==> config.mk <==
export PLATFORM = sky130hd
export DESIGN_NAME = sort_top
export DESIGN_NICKNAME = d
export VERILOG_FILES = /design/src/rtl/sort_pkg.sv /design/src/rtl/csr_pkg.sv /design/src/rtl/sort_enq.sv /design/src/rtl/sort_engine.sv /design/src/rtl/sort_deq.sv /design/src/rtl/sort_csr.sv /design/src/rtl/sort_top.sv
export VERILOG_INCLUDE_DIRS = /design/src /design/src/rtl
export SDC_FILE = /design/constraint.sdc
export NUM_CORES = 1
export LEC_CHECK = 0
export BUFFER_PORTS_ARGS = -buffer_cell sky130_fd_sc_hd__buf_4
export CORE_ASPECT_RATIO = 1.75
export CORE_UTILIZATION = 30
export CTS_CLUSTER_DIAMETER = 60
export DETAILED_ROUTE_END_ITERATION = 10
export SLEW_MARGIN = 20
export SYNTH_ARGS = -nofsm -noshare
export SYNTH_HDL_FRONTEND = slang
export SYNTH_SLANG_ARGS = --single-unit
export TNS_END_PERCENT = 20
==> constraint.sdc <==
create_clock -name clk -period 14.7 [get_ports clk]
set_input_delay 1.47 -clock clk [delete_from_list [all_inputs] [get_ports clk]]
set_output_delay 1.47 -clock clk [all_outputs]
set_load 0.03 [all_outputs]
==> src/rtl/sort_settings.svh <==
// Packet sorter build constants
// Word width, bank depth, bank count and register address width
`ifndef SORT_SETTINGS_SVH
`define SORT_SETTINGS_SVH

// Data word width in bits
`define SORT_W 16

// Words per bank, longer packets are cut here
`define SORT_N 8

// Storage banks, visited round-robin
`define SORT_BANKS 2

// Register word address width
`define CSR_AW 4

`endif

==> src/rtl/sort_pkg.sv <==
// Packet sorter datapath types
// Data word, bank address, bank id and the bank status encoding

`include "sort_settings.svh"

package sort_pkg;

  // Index width inside one bank
  localparam int AW = $clog2(`SORT_N);

  // Bank id width, never narrower than one bit
  localparam int BW = (`SORT_BANKS > 1) ? $clog2(`SORT_BANKS) : 1;

  typedef logic [`SORT_W-1:0] w_t;
  typedef logic [AW-1:0] addr_t;

  // Index of the last stored word
  typedef logic [AW-1:0] len_t;

  typedef logic [BW-1:0] bank_id_t;

  // Life cycle of one bank
  typedef enum logic [2:0] {
    BANK_READY,
    BANK_FILLING,
    BANK_FULL,
    BANK_SORTING,
    BANK_SORTED,
    BANK_UNLOADING
  } bank_status_t;

  // Next bank in round-robin order
  function automatic bank_id_t bank_id_inc(bank_id_t id);
    if (id == bank_id_t'(`SORT_BANKS - 1)) begin
      return '0;
    end
    return id + 1'b1;
  endfunction

endpackage

==> src/rtl/csr_pkg.sv <==
// Register map of the sorter control block
// Word addresses and CTRL field positions

`include "sort_settings.svh"

package csr_pkg;

  // Word addresses on the Wishbone port
  typedef enum logic [`CSR_AW-1:0] {
    CSR_CTRL      = 0,
    CSR_STATUS    = 1,
    CSR_PKT_COUNT = 2,
    CSR_ERR_COUNT = 3
  } csr_addr_t;

  // CTRL fields
  localparam int CTRL_ENABLE_BIT  = 0;
  localparam int CTRL_DESCEND_BIT = 1;

endpackage

==> src/rtl/sort_enq.sv <==
// Packet enqueue
// Writes accepted words into the current bank, cuts packets at the
// bank depth and reports each finished fill to the engine

`timescale 1ns/1ps

`include "sort_settings.svh"

module sort_enq (
    input  logic                                       clk
  , input  logic                                       rst_n
  , input  logic                                       enable
  , input  logic                                       in_vld
  , input  logic                                       in_sop
  , input  logic                                       in_eop
  , input  sort_pkg::w_t                               in_dat
  , input  sort_pkg::bank_status_t [`SORT_BANKS-1:0]   bank_status
  , output logic                                       in_rdy
  , output logic                                       wr_en
  , output sort_pkg::bank_id_t                         wr_bank
  , output sort_pkg::addr_t                            wr_addr
  , output sort_pkg::w_t                               wr_dat
  , output logic                                       fill_start
  , output logic                                       fill_done
  , output sort_pkg::bank_id_t                         fill_bank
  , output sort_pkg::len_t                             fill_len
  , output logic                                       fill_err
);

  sort_pkg::bank_id_t     cur_bank;
  sort_pkg::addr_t        wr_idx;
  sort_pkg::bank_status_t cur_status;
  logic                   over;
  logic                   acc;

  assign cur_status = bank_status[cur_bank];

  // Open only while the current bank can take words
  assign in_rdy = enable && (cur_status == sort_pkg::BANK_READY ||
                             cur_status == sort_pkg::BANK_FILLING);
  assign acc    = in_vld && in_rdy;

  // Index restarts on sop
  assign wr_addr = in_sop ? '0 : wr_idx;
  assign wr_bank = cur_bank;
  assign wr_dat  = in_dat;

  // Words past the bank depth are dropped
  assign wr_en = acc && (in_sop || !over);

  // Claim on sop, report on eop
  assign fill_start = acc && in_sop;
  assign fill_done  = acc && in_eop;
  assign fill_bank  = cur_bank;
  assign fill_err   = over && !in_sop;
  assign fill_len   = fill_err ? sort_pkg::len_t'(`SORT_N - 1) : wr_addr;

  always_ff @(posedge clk or negedge rst_n) begin
    if (!rst_n) begin
      cur_bank <= '0;
      wr_idx   <= '0;
      over     <= 1'b0;
    end else if (fill_done) begin
      // Packet closed, move to the next bank
      cur_bank <= sort_pkg::bank_id_inc(cur_bank);
      wr_idx   <= '0;
      over     <= 1'b0;
    end else if (wr_en) begin
      over   <= (wr_addr == sort_pkg::addr_t'(`SORT_N - 1));
      wr_idx <= wr_addr + 1'b1;
    end
  end

  // Only the bank being filled, or the one claimed this cycle, takes writes
  a_wr_filling : assert property (@(posedge clk) disable iff (!rst_n)
    wr_en |-> (bank_status[wr_bank] == sort_pkg::BANK_FILLING) || fill_start);

endmodule

==> src/rtl/sort_engine.sv <==
// Sort engine
// Owns the bank memories and the bank status table, and puts each
// full bank in order in place with a single compare-and-swap per cycle

`timescale 1ns/1ps

`include "sort_settings.svh"

module sort_engine (
    input  logic                                       clk
  , input  logic                                       rst_n
  , input  logic                                       descend
  , input  logic                                       wr_en
  , input  sort_pkg::bank_id_t                         wr_bank
  , input  sort_pkg::addr_t                            wr_addr
  , input  sort_pkg::w_t                               wr_dat
  , input  logic                                       fill_start
  , input  logic                                       fill_done
  , input  sort_pkg::bank_id_t                         fill_bank
  , input  sort_pkg::len_t                             fill_len
  , input  logic                                       fill_err
  , input  sort_pkg::bank_id_t                         deq_bank
  , input  logic                                       unload_start
  , input  logic                                       unload_done
  , input  logic                                       rd_en
  , input  sort_pkg::addr_t                            rd_addr
  , output sort_pkg::bank_status_t [`SORT_BANKS-1:0]   bank_status
  , output sort_pkg::w_t                               rd_dat
  , output sort_pkg::len_t                             bank_len
  , output logic                                       bank_err
);

  typedef enum logic {S_IDLE, S_RUN} sort_state_t;

  sort_pkg::w_t          mem [`SORT_BANKS][`SORT_N];
  sort_pkg::len_t        len_q [`SORT_BANKS];
  logic [`SORT_BANKS-1:0] err_q;

  sort_state_t           state;
  sort_pkg::bank_id_t    sort_bank;
  sort_pkg::addr_t       i_idx;
  sort_pkg::addr_t       j_idx;
  sort_pkg::len_t        sort_len;
  sort_pkg::w_t          dat_i;
  sort_pkg::w_t          dat_j;
  logic                  desc_q;
  logic                  sort_begin;
  logic                  sort_end;
  logic                  swap;

  // Legal steps of the bank life cycle
  // A one-word packet goes from READY straight to FULL
  function automatic logic legal_step(sort_pkg::bank_status_t cur,
                                      sort_pkg::bank_status_t nxt);
    case (cur)
      sort_pkg::BANK_READY:     return nxt == sort_pkg::BANK_FILLING ||
                                       nxt == sort_pkg::BANK_FULL;
      sort_pkg::BANK_FILLING:   return nxt == sort_pkg::BANK_FULL;
      sort_pkg::BANK_FULL:      return nxt == sort_pkg::BANK_SORTING;
      sort_pkg::BANK_SORTING:   return nxt == sort_pkg::BANK_SORTED;
      sort_pkg::BANK_SORTED:    return nxt == sort_pkg::BANK_UNLOADING;
      sort_pkg::BANK_UNLOADING: return nxt == sort_pkg::BANK_READY;
      default:                  return 1'b0;
    endcase
  endfunction

  // Pair under compare
  assign sort_len = len_q[sort_bank];
  assign dat_i    = mem[sort_bank][i_idx];
  assign dat_j    = mem[sort_bank][j_idx];

  assign sort_begin = (state == S_IDLE) &&
                      (bank_status[sort_bank] == sort_pkg::BANK_FULL);
  assign sort_end   = (state == S_RUN) && ((sort_len == '0) ||
                      (j_idx == sort_len && i_idx == sort_len - 1'b1));

  // Swap when the pair is out of the selected order
  assign swap = (state == S_RUN) && (sort_len != '0) &&
                (desc_q ? (dat_i < dat_j) : (dat_i > dat_j));

  // Exchange loop, i over 0..len-1 and j over i+1..len
  always_ff @(posedge clk or negedge rst_n) begin
    if (!rst_n) begin
      state     <= S_IDLE;
      sort_bank <= '0;
      i_idx     <= '0;
      j_idx     <= '0;
      desc_q    <= 1'b0;
    end else if (sort_begin) begin
      state  <= S_RUN;
      i_idx  <= '0;
      j_idx  <= sort_pkg::addr_t'(1);
      desc_q <= descend;
    end else if (sort_end) begin
      state     <= S_IDLE;
      sort_bank <= sort_pkg::bank_id_inc(sort_bank);
    end else if (state == S_RUN) begin
      if (j_idx == sort_len) begin
        i_idx <= i_idx + 1'b1;
        j_idx <= i_idx + 2'd2;
      end else begin
        j_idx <= j_idx + 1'b1;
      end
    end
  end

  // Status table, one writer per transition
  always_ff @(posedge clk or negedge rst_n) begin
    if (!rst_n) begin
      for (int b = 0; b < `SORT_BANKS; b++) begin
        bank_status[b] <= sort_pkg::BANK_READY;
      end
    end else begin
      for (int b = 0; b < `SORT_BANKS; b++) begin
        if (fill_start && fill_bank == sort_pkg::bank_id_t'(b) &&
            bank_status[b] == sort_pkg::BANK_READY) begin
          bank_status[b] <= sort_pkg::BANK_FILLING;
        end
        // Later assignment wins for a one-word packet
        if (fill_done && fill_bank == sort_pkg::bank_id_t'(b)) begin
          bank_status[b] <= sort_pkg::BANK_FULL;
        end
        if (sort_begin && sort_bank == sort_pkg::bank_id_t'(b)) begin
          bank_status[b] <= sort_pkg::BANK_SORTING;
        end
        if (sort_end && sort_bank == sort_pkg::bank_id_t'(b)) begin
          bank_status[b] <= sort_pkg::BANK_SORTED;
        end
        if (unload_start && deq_bank == sort_pkg::bank_id_t'(b)) begin
          bank_status[b] <= sort_pkg::BANK_UNLOADING;
        end
        if (unload_done && deq_bank == sort_pkg::bank_id_t'(b)) begin
          bank_status[b] <= sort_pkg::BANK_READY;
        end
      end
    end
  end

  // Enqueue and sort never touch the same bank
  always_ff @(posedge clk) begin
    if (wr_en) begin
      mem[wr_bank][wr_addr] <= wr_dat;
    end
    if (swap) begin
      mem[sort_bank][i_idx] <= dat_j;
      mem[sort_bank][j_idx] <= dat_i;
    end
    if (fill_done) begin
      len_q[fill_bank] <= fill_len;
      err_q[fill_bank] <= fill_err;
    end
    // Read data one cycle after rd_en
    if (rd_en) begin
      rd_dat <= mem[deq_bank][rd_addr];
    end
  end

  assign bank_len = len_q[deq_bank];
  assign bank_err = err_q[deq_bank];

  for (genvar b = 0; b < `SORT_BANKS; b++) begin : g_status_chk
    a_status_step : assert property (@(posedge clk) disable iff (!rst_n)
      (bank_status[b] != $past(bank_status[b])) |->
        legal_step($past(bank_status[b]), bank_status[b]));
  end

endmodule

==> src/rtl/sort_deq.sv <==
// Packet dequeue
// Unloads sorted banks in round-robin order into the output stream
// with sop, eop and err markers lined up to the read data

`timescale 1ns/1ps

`include "sort_settings.svh"

module sort_deq (
    input  logic                                       clk
  , input  logic                                       rst_n
  , input  sort_pkg::bank_status_t [`SORT_BANKS-1:0]   bank_status
  , input  sort_pkg::w_t                               rd_dat
  , input  sort_pkg::len_t                             bank_len
  , input  logic                                       bank_err
  , output sort_pkg::bank_id_t                         deq_bank
  , output logic                                       unload_start
  , output logic                                       unload_done
  , output logic                                       rd_en
  , output sort_pkg::addr_t                            rd_addr
  , output logic                                       out_vld
  , output logic                                       out_sop
  , output logic                                       out_eop
  , output logic                                       out_err
  , output sort_pkg::w_t                               out_dat
  , output logic                                       pkt_done
  , output logic                                       pkt_err
);

  typedef enum logic {D_IDLE, D_UNLOAD} deq_state_t;

  deq_state_t      state;
  sort_pkg::addr_t idx;
  logic            last;

  // Markers staged alongside the read
  logic st_vld;
  logic st_sop;
  logic st_eop;
  logic st_err;

  assign last = (idx == bank_len);

  // Wait in IDLE for the next bank to be sorted
  assign unload_start = (state == D_IDLE) &&
                        (bank_status[deq_bank] == sort_pkg::BANK_SORTED);

  // One read per cycle while unloading
  assign rd_en   = (state == D_UNLOAD);
  assign rd_addr = idx;

  // Bank released with the eop read
  assign unload_done = rd_en && last;
  assign pkt_done    = unload_done;
  assign pkt_err     = unload_done && bank_err;

  always_ff @(posedge clk or negedge rst_n) begin
    if (!rst_n) begin
      state    <= D_IDLE;
      deq_bank <= '0;
      idx      <= '0;
    end else if (unload_start) begin
      state <= D_UNLOAD;
      idx   <= '0;
    end else if (unload_done) begin
      state    <= D_IDLE;
      deq_bank <= sort_pkg::bank_id_inc(deq_bank);
    end else if (rd_en) begin
      idx <= idx + 1'b1;
    end
  end

  // Stage then output, two cycles after the read
  always_ff @(posedge clk or negedge rst_n) begin
    if (!rst_n) begin
      st_vld  <= 1'b0;
      st_sop  <= 1'b0;
      st_eop  <= 1'b0;
      st_err  <= 1'b0;
      out_vld <= 1'b0;
      out_sop <= 1'b0;
      out_eop <= 1'b0;
      out_err <= 1'b0;
    end else begin
      st_vld  <= rd_en;
      st_sop  <= rd_en && (idx == '0);
      st_eop  <= unload_done;
      st_err  <= pkt_err;
      out_vld <= st_vld;
      out_sop <= st_sop;
      out_eop <= st_eop;
      out_err <= st_err;
    end
  end

  // Read data lands with the staged markers
  always_ff @(posedge clk) begin
    if (st_vld) begin
      out_dat <= rd_dat;
    end
  end

  a_eop_vld : assert property (@(posedge clk) disable iff (!rst_n)
    out_eop |-> out_vld);

  // Packet words are back to back up to eop
  a_no_gap : assert property (@(posedge clk) disable iff (!rst_n)
    out_vld && !out_eop |=> out_vld);

endmodule

==> src/rtl/sort_csr.sv <==
// Sorter register block
// Wishbone classic slave with CTRL, bank status and the packet
// and error counters

`timescale 1ns/1ps

`include "sort_settings.svh"

module sort_csr (
    input  logic                                       clk
  , input  logic                                       rst_n
  , input  logic                                       wb_cyc
  , input  logic                                       wb_stb
  , input  logic                                       wb_we
  , input  logic [`CSR_AW-1:0]                         wb_adr
  , input  logic [31:0]                                wb_dat_w
  , input  sort_pkg::bank_status_t [`SORT_BANKS-1:0]   bank_status
  , input  logic                                       pkt_done
  , input  logic                                       pkt_err
  , output logic [31:0]                                wb_dat_r
  , output logic                                       wb_ack
  , output logic                                       enable
  , output logic                                       descend
);

  csr_pkg::csr_addr_t adr;
  logic               req;
  logic [31:0]        rdata;
  logic [15:0]        pkt_cnt;
  logic [15:0]        err_cnt;

  // New cycle only while ack is low
  assign req = wb_cyc && wb_stb && !wb_ack;
  assign adr = csr_pkg::csr_addr_t'(wb_adr);

  // Read mux
  always_comb begin
    rdata = '0;
    case (adr)
      csr_pkg::CSR_CTRL: begin
        rdata[csr_pkg::CTRL_ENABLE_BIT]  = enable;
        rdata[csr_pkg::CTRL_DESCEND_BIT] = descend;
      end
      // Four bits per bank
      csr_pkg::CSR_STATUS: begin
        for (int b = 0; b < `SORT_BANKS; b++) begin
          rdata[4*b +: 4] = {1'b0, bank_status[b]};
        end
      end
      csr_pkg::CSR_PKT_COUNT: rdata[15:0] = pkt_cnt;
      csr_pkg::CSR_ERR_COUNT: rdata[15:0] = err_cnt;
      default: rdata = '0;
    endcase
  end

  // Ack one cycle after the request, write on the same edge
  always_ff @(posedge clk or negedge rst_n) begin
    if (!rst_n) begin
      wb_ack  <= 1'b0;
      enable  <= 1'b0;
      descend <= 1'b0;
    end else begin
      wb_ack <= req;
      if (req && wb_we && adr == csr_pkg::CSR_CTRL) begin
        enable  <= wb_dat_w[csr_pkg::CTRL_ENABLE_BIT];
        descend <= wb_dat_w[csr_pkg::CTRL_DESCEND_BIT];
      end
    end
  end

  always_ff @(posedge clk) begin
    if (req) begin
      wb_dat_r <= rdata;
    end
  end

  // Saturating event counters
  always_ff @(posedge clk or negedge rst_n) begin
    if (!rst_n) begin
      pkt_cnt <= '0;
      err_cnt <= '0;
    end else begin
      if (pkt_done && pkt_cnt != 16'hffff) begin
        pkt_cnt <= pkt_cnt + 1'b1;
      end
      if (pkt_err && err_cnt != 16'hffff) begin
        err_cnt <= err_cnt + 1'b1;
      end
    end
  end

endmodule

==> src/rtl/sort_top.sv <==
// Packet sorter top level
// Enqueue, sort engine, dequeue and the register block

`timescale 1ns/1ps

`include "sort_settings.svh"

module sort_top (
    input  logic                 clk
  , input  logic                 rst_n
  , input  logic                 in_vld
  , input  logic                 in_sop
  , input  logic                 in_eop
  , input  sort_pkg::w_t         in_dat
  , output logic                 in_rdy
  , output logic                 out_vld
  , output logic                 out_sop
  , output logic                 out_eop
  , output logic                 out_err
  , output sort_pkg::w_t         out_dat
  , input  logic                 wb_cyc
  , input  logic                 wb_stb
  , input  logic                 wb_we
  , input  logic [`CSR_AW-1:0]   wb_adr
  , input  logic [31:0]          wb_dat_w
  , output logic [31:0]          wb_dat_r
  , output logic                 wb_ack
);

  // Control from the register block
  logic enable;
  logic descend;

  // Enqueue to engine
  logic               wr_en;
  sort_pkg::bank_id_t wr_bank;
  sort_pkg::addr_t    wr_addr;
  sort_pkg::w_t       wr_dat;
  logic               fill_start;
  logic               fill_done;
  sort_pkg::bank_id_t fill_bank;
  sort_pkg::len_t     fill_len;
  logic               fill_err;

  // Shared bank status
  sort_pkg::bank_status_t [`SORT_BANKS-1:0] bank_status;

  // Dequeue to engine
  sort_pkg::bank_id_t deq_bank;
  logic               unload_start;
  logic               unload_done;
  logic               rd_en;
  sort_pkg::addr_t    rd_addr;
  sort_pkg::w_t       rd_dat;
  sort_pkg::len_t     bank_len;
  logic               bank_err;

  // Counter events
  logic pkt_done;
  logic pkt_err;

  sort_enq sort_enq_i (.*);

  sort_engine sort_engine_i (.*);

  sort_deq sort_deq_i (.*);

  sort_csr sort_csr_i (.*);

endmodule

==> impl_metrics.yaml <==
outcome:
  status: "finished, final reports clean"
clocking:
  cts_tree: "built"
  clockRootBuffer: "clkbuf_16"
  cts.path.max_buffers: 3
  clkTransAtPathRegs_ns: 0.07
  clk-insertion-delay-late_ns: 0.58
  cts_resized: 0
  cts-hold-fix-buffers: 0
  cts_buffers: 39
  clkSinkCount: 380
  cts_setup_buffers: 0
  htreeDepth: 2
layout:
  layout-drive-gt1-share: 0.327
  final_common_cell: "edfxtp_1"
  final_cell_mix: "312 x edfxtp_1, 261 x mux2i_1, 226 x mux2_2"
  final_cell_area_um2: 27200
  nNetsFinal: 1945
  area_growth_pct: 12.4
  fin_util: 0.341
  n_antenna_cell: 0
grt:
  antenna_found_initial: 1
  grt_overflow: 0
  grt_first_pass_wirelength_um: 118000
  grt_max_degree: 69
  grt_pass1_vias: 17562
  grt_usage: 0.200
routing:
  ant_nets: 0
  drtIter0Drc: 1416
  via_per_inst: 5.69
  post_drt_wl_per_cell_um: 28.0
  drc: 0
  firstDrtPassIters: 6
  vias: 16660
  routed_wl_um: 82100
setup_path:
  crit_path_max_fanout: 53
  start_kind: "flip-flop"
  setup.worst_path.end_class: "flip-flop"
  crit_arrival_ns: 8.61
  cp.required_ns: 14.95
  setup.worst_path.class: "flip-flop to flip-flop"
placed_design:
  io_buffer_count: 67
  placed_area_um2: 26000
  hpwl_um: 54500
  gp_congestion: 0.916
sta:
  worstMarginPinSlew_ns: 1.11
  finalHoldViolCount: 0
  drv_slew: 0
  fin_tns_setup_ns: 0
  fin_worst_skew_ns: 0.0313
  post-route-period-util: 0.569
  setup_viol: 0
  timing.slew.headroom: 0.252
  grt_setup_unrepaired: "false"
  max_freq_mhz: 120
  post-route-min-period_ns: 8.36
  whs_ns: 0.347
floorplan:
  initial_utilization: 0.303
  design.die.area_um2: 81900
  core_um2: 79900
  dieHeight_um: 378
  row_count: 137
  ios: 114
  die_x_um: 217
flow_run:
  drv_cap: 0
hold_path:
  hold_path_class: "flip-flop to flip-flop"
synthesis:
  ys_seq_elements: 380
  synth_cells: 1807
  synth-seq-area-share: 0.457
  syn_area_um2: 24200
  synth_ff_type: "edfxtp_1"
  syn_avg_cell_area_um2: 13.4
  postSynth.asyncResetShare: 0.179
  synth_cell_type_count: 66
  synth_edf_count: 312
  yosys_warnings: 0
pwr:
  powerDensity_nw_per_um2: 190
  ir_worst_vdd_v: 0.000100
  p_total_w: 0.00518
  p_leak_nw: 10.5
[worst max-delay path: stages (launching register included)]
cell	delay [ns]
dfrtp_4	1.00
buf_4	0.82
buf_4	0.79
mux4_2	0.61
nand2_1	0.09
nand2_1	0.07
o21ai_1	0.70
inv_1	0.11
ha_1	0.39
nand4_1	0.21
nor3_2	0.26
a221oi_2	0.11
a2111o_1	0.52
and2_1	0.43
nor3_4	0.64
buf_4	0.40
o21bai_2	0.34
buf_4	0.41
[metrics by stage]
stage,worst slack (ns),cells
floorplan,9.64,1822
global placement,6.51,2856
detailed placement,6.42,2856
CTS,6.38,2927
global route,5.93,2927
finish,6.34,2927
[registers in the layout (all words and copies together), names as in the netlist, 2 cells and up]
name,flops
sort_enq_i.wr_idx,3
sort_engine_i.len_q,6
sort_engine_i.err_q,2
sort_csr_i.err_cnt,16
sort_deq_i.rd_addr,3
sort_engine_i.mem,256
sort_engine_i.j_idx,3
sort_deq_i.out_dat,16
sort_engine_i.bank_status,6
sort_csr_i.wb_dat_r,16
sort_csr_i.pkt_cnt,16
sort_engine_i.i_idx,3
sort_engine_i.rd_dat,16
[area by class of cell]
class	count	area, µm²
fill	7825	52600
multi-input combinational	1257	12400
sequential	380	11100
tap	1042	1300
timing repair buffer	144	1080
clock buffer	48	1050
clock inverter	23	208
inverter	33	124
[per-layer routing]
layer | wire length (µm) | track usage
met1 | 26900 | 0.199
met2 | 42400 | 0.361
met3 | 5190 | 0.0350
met4 | 7590 | 0.167
met5 | 13 | 0
[kinds of logic (layout without fill, tap and decap cells)]
group,after synthesis,after routing,share of synthesized area
fa+ha+maj,30,30,0.0155
buf+inv,185,248,0.0379
mux,660,660,0.352
xor+xnor,43,43,0.0155
compound gates,184,184,0.0490
other cells,1,16,0.000155
simple gates,324,324,0.0726
flops,380,380,0.457
[synthesized netlist by cell type, types with 27 or more instances]
library cell | instances | share of area
nor2_1 | 49 | 0.0076
xnor2_1 | 35 | 0.013
mux2i_1 | 261 | 0.11
nand2_1 | 125 | 0.019
mux4_2 | 127 | 0.12
mux2_2 | 226 | 0.11
o21ai_0 | 28 | 0.0058
ha_1 | 30 | 0.015
dfrtp_1 | 68 | 0.070
inv_1 | 33 | 0.0051
o22ai_1 | 58 | 0.015
buf_2 | 38 | 0.0078
buf_4 | 33 | 0.010
nand3_1 | 34 | 0.0070
mux2_1 | 45 | 0.021
edfxtp_1 | 312 | 0.39
a21oi_1 | 27 | 0.0056
clkbuf_1 | 59 | 0.0091
[final timing paths]
kind | start | end | slack [ns] | cells after the start
min in group asynchronous | rst_n | sort_csr_i.err_cnt[5] | 1.01 | 1
max | sort_engine_i.sort_bank | sort_engine_i.mem[0][58] | 6.34 | 17
min reg2reg | sort_deq_i.st_err | sort_deq_i.out_err | 0.35 | 0
max in group asynchronous | rst_n | sort_engine_i.i_idx[0] | 12.97 | 1
max reg2reg | sort_engine_i.sort_bank | sort_engine_i.mem[0][58] | 6.34 | 17
min | sort_deq_i.st_err | sort_deq_i.out_err | 0.35 | 0
[report_power, final]
part	total (W)	internal, W	switching [W]
Sequential	0.00154	0.00135	0.000187
Clock	0.00102	0.000566	0.000456
Combinational	0.00262	0.00107	0.00155
Total	0.00518	0.00299	0.00219
No activity file was read; power rests on OpenSTA's default activity.
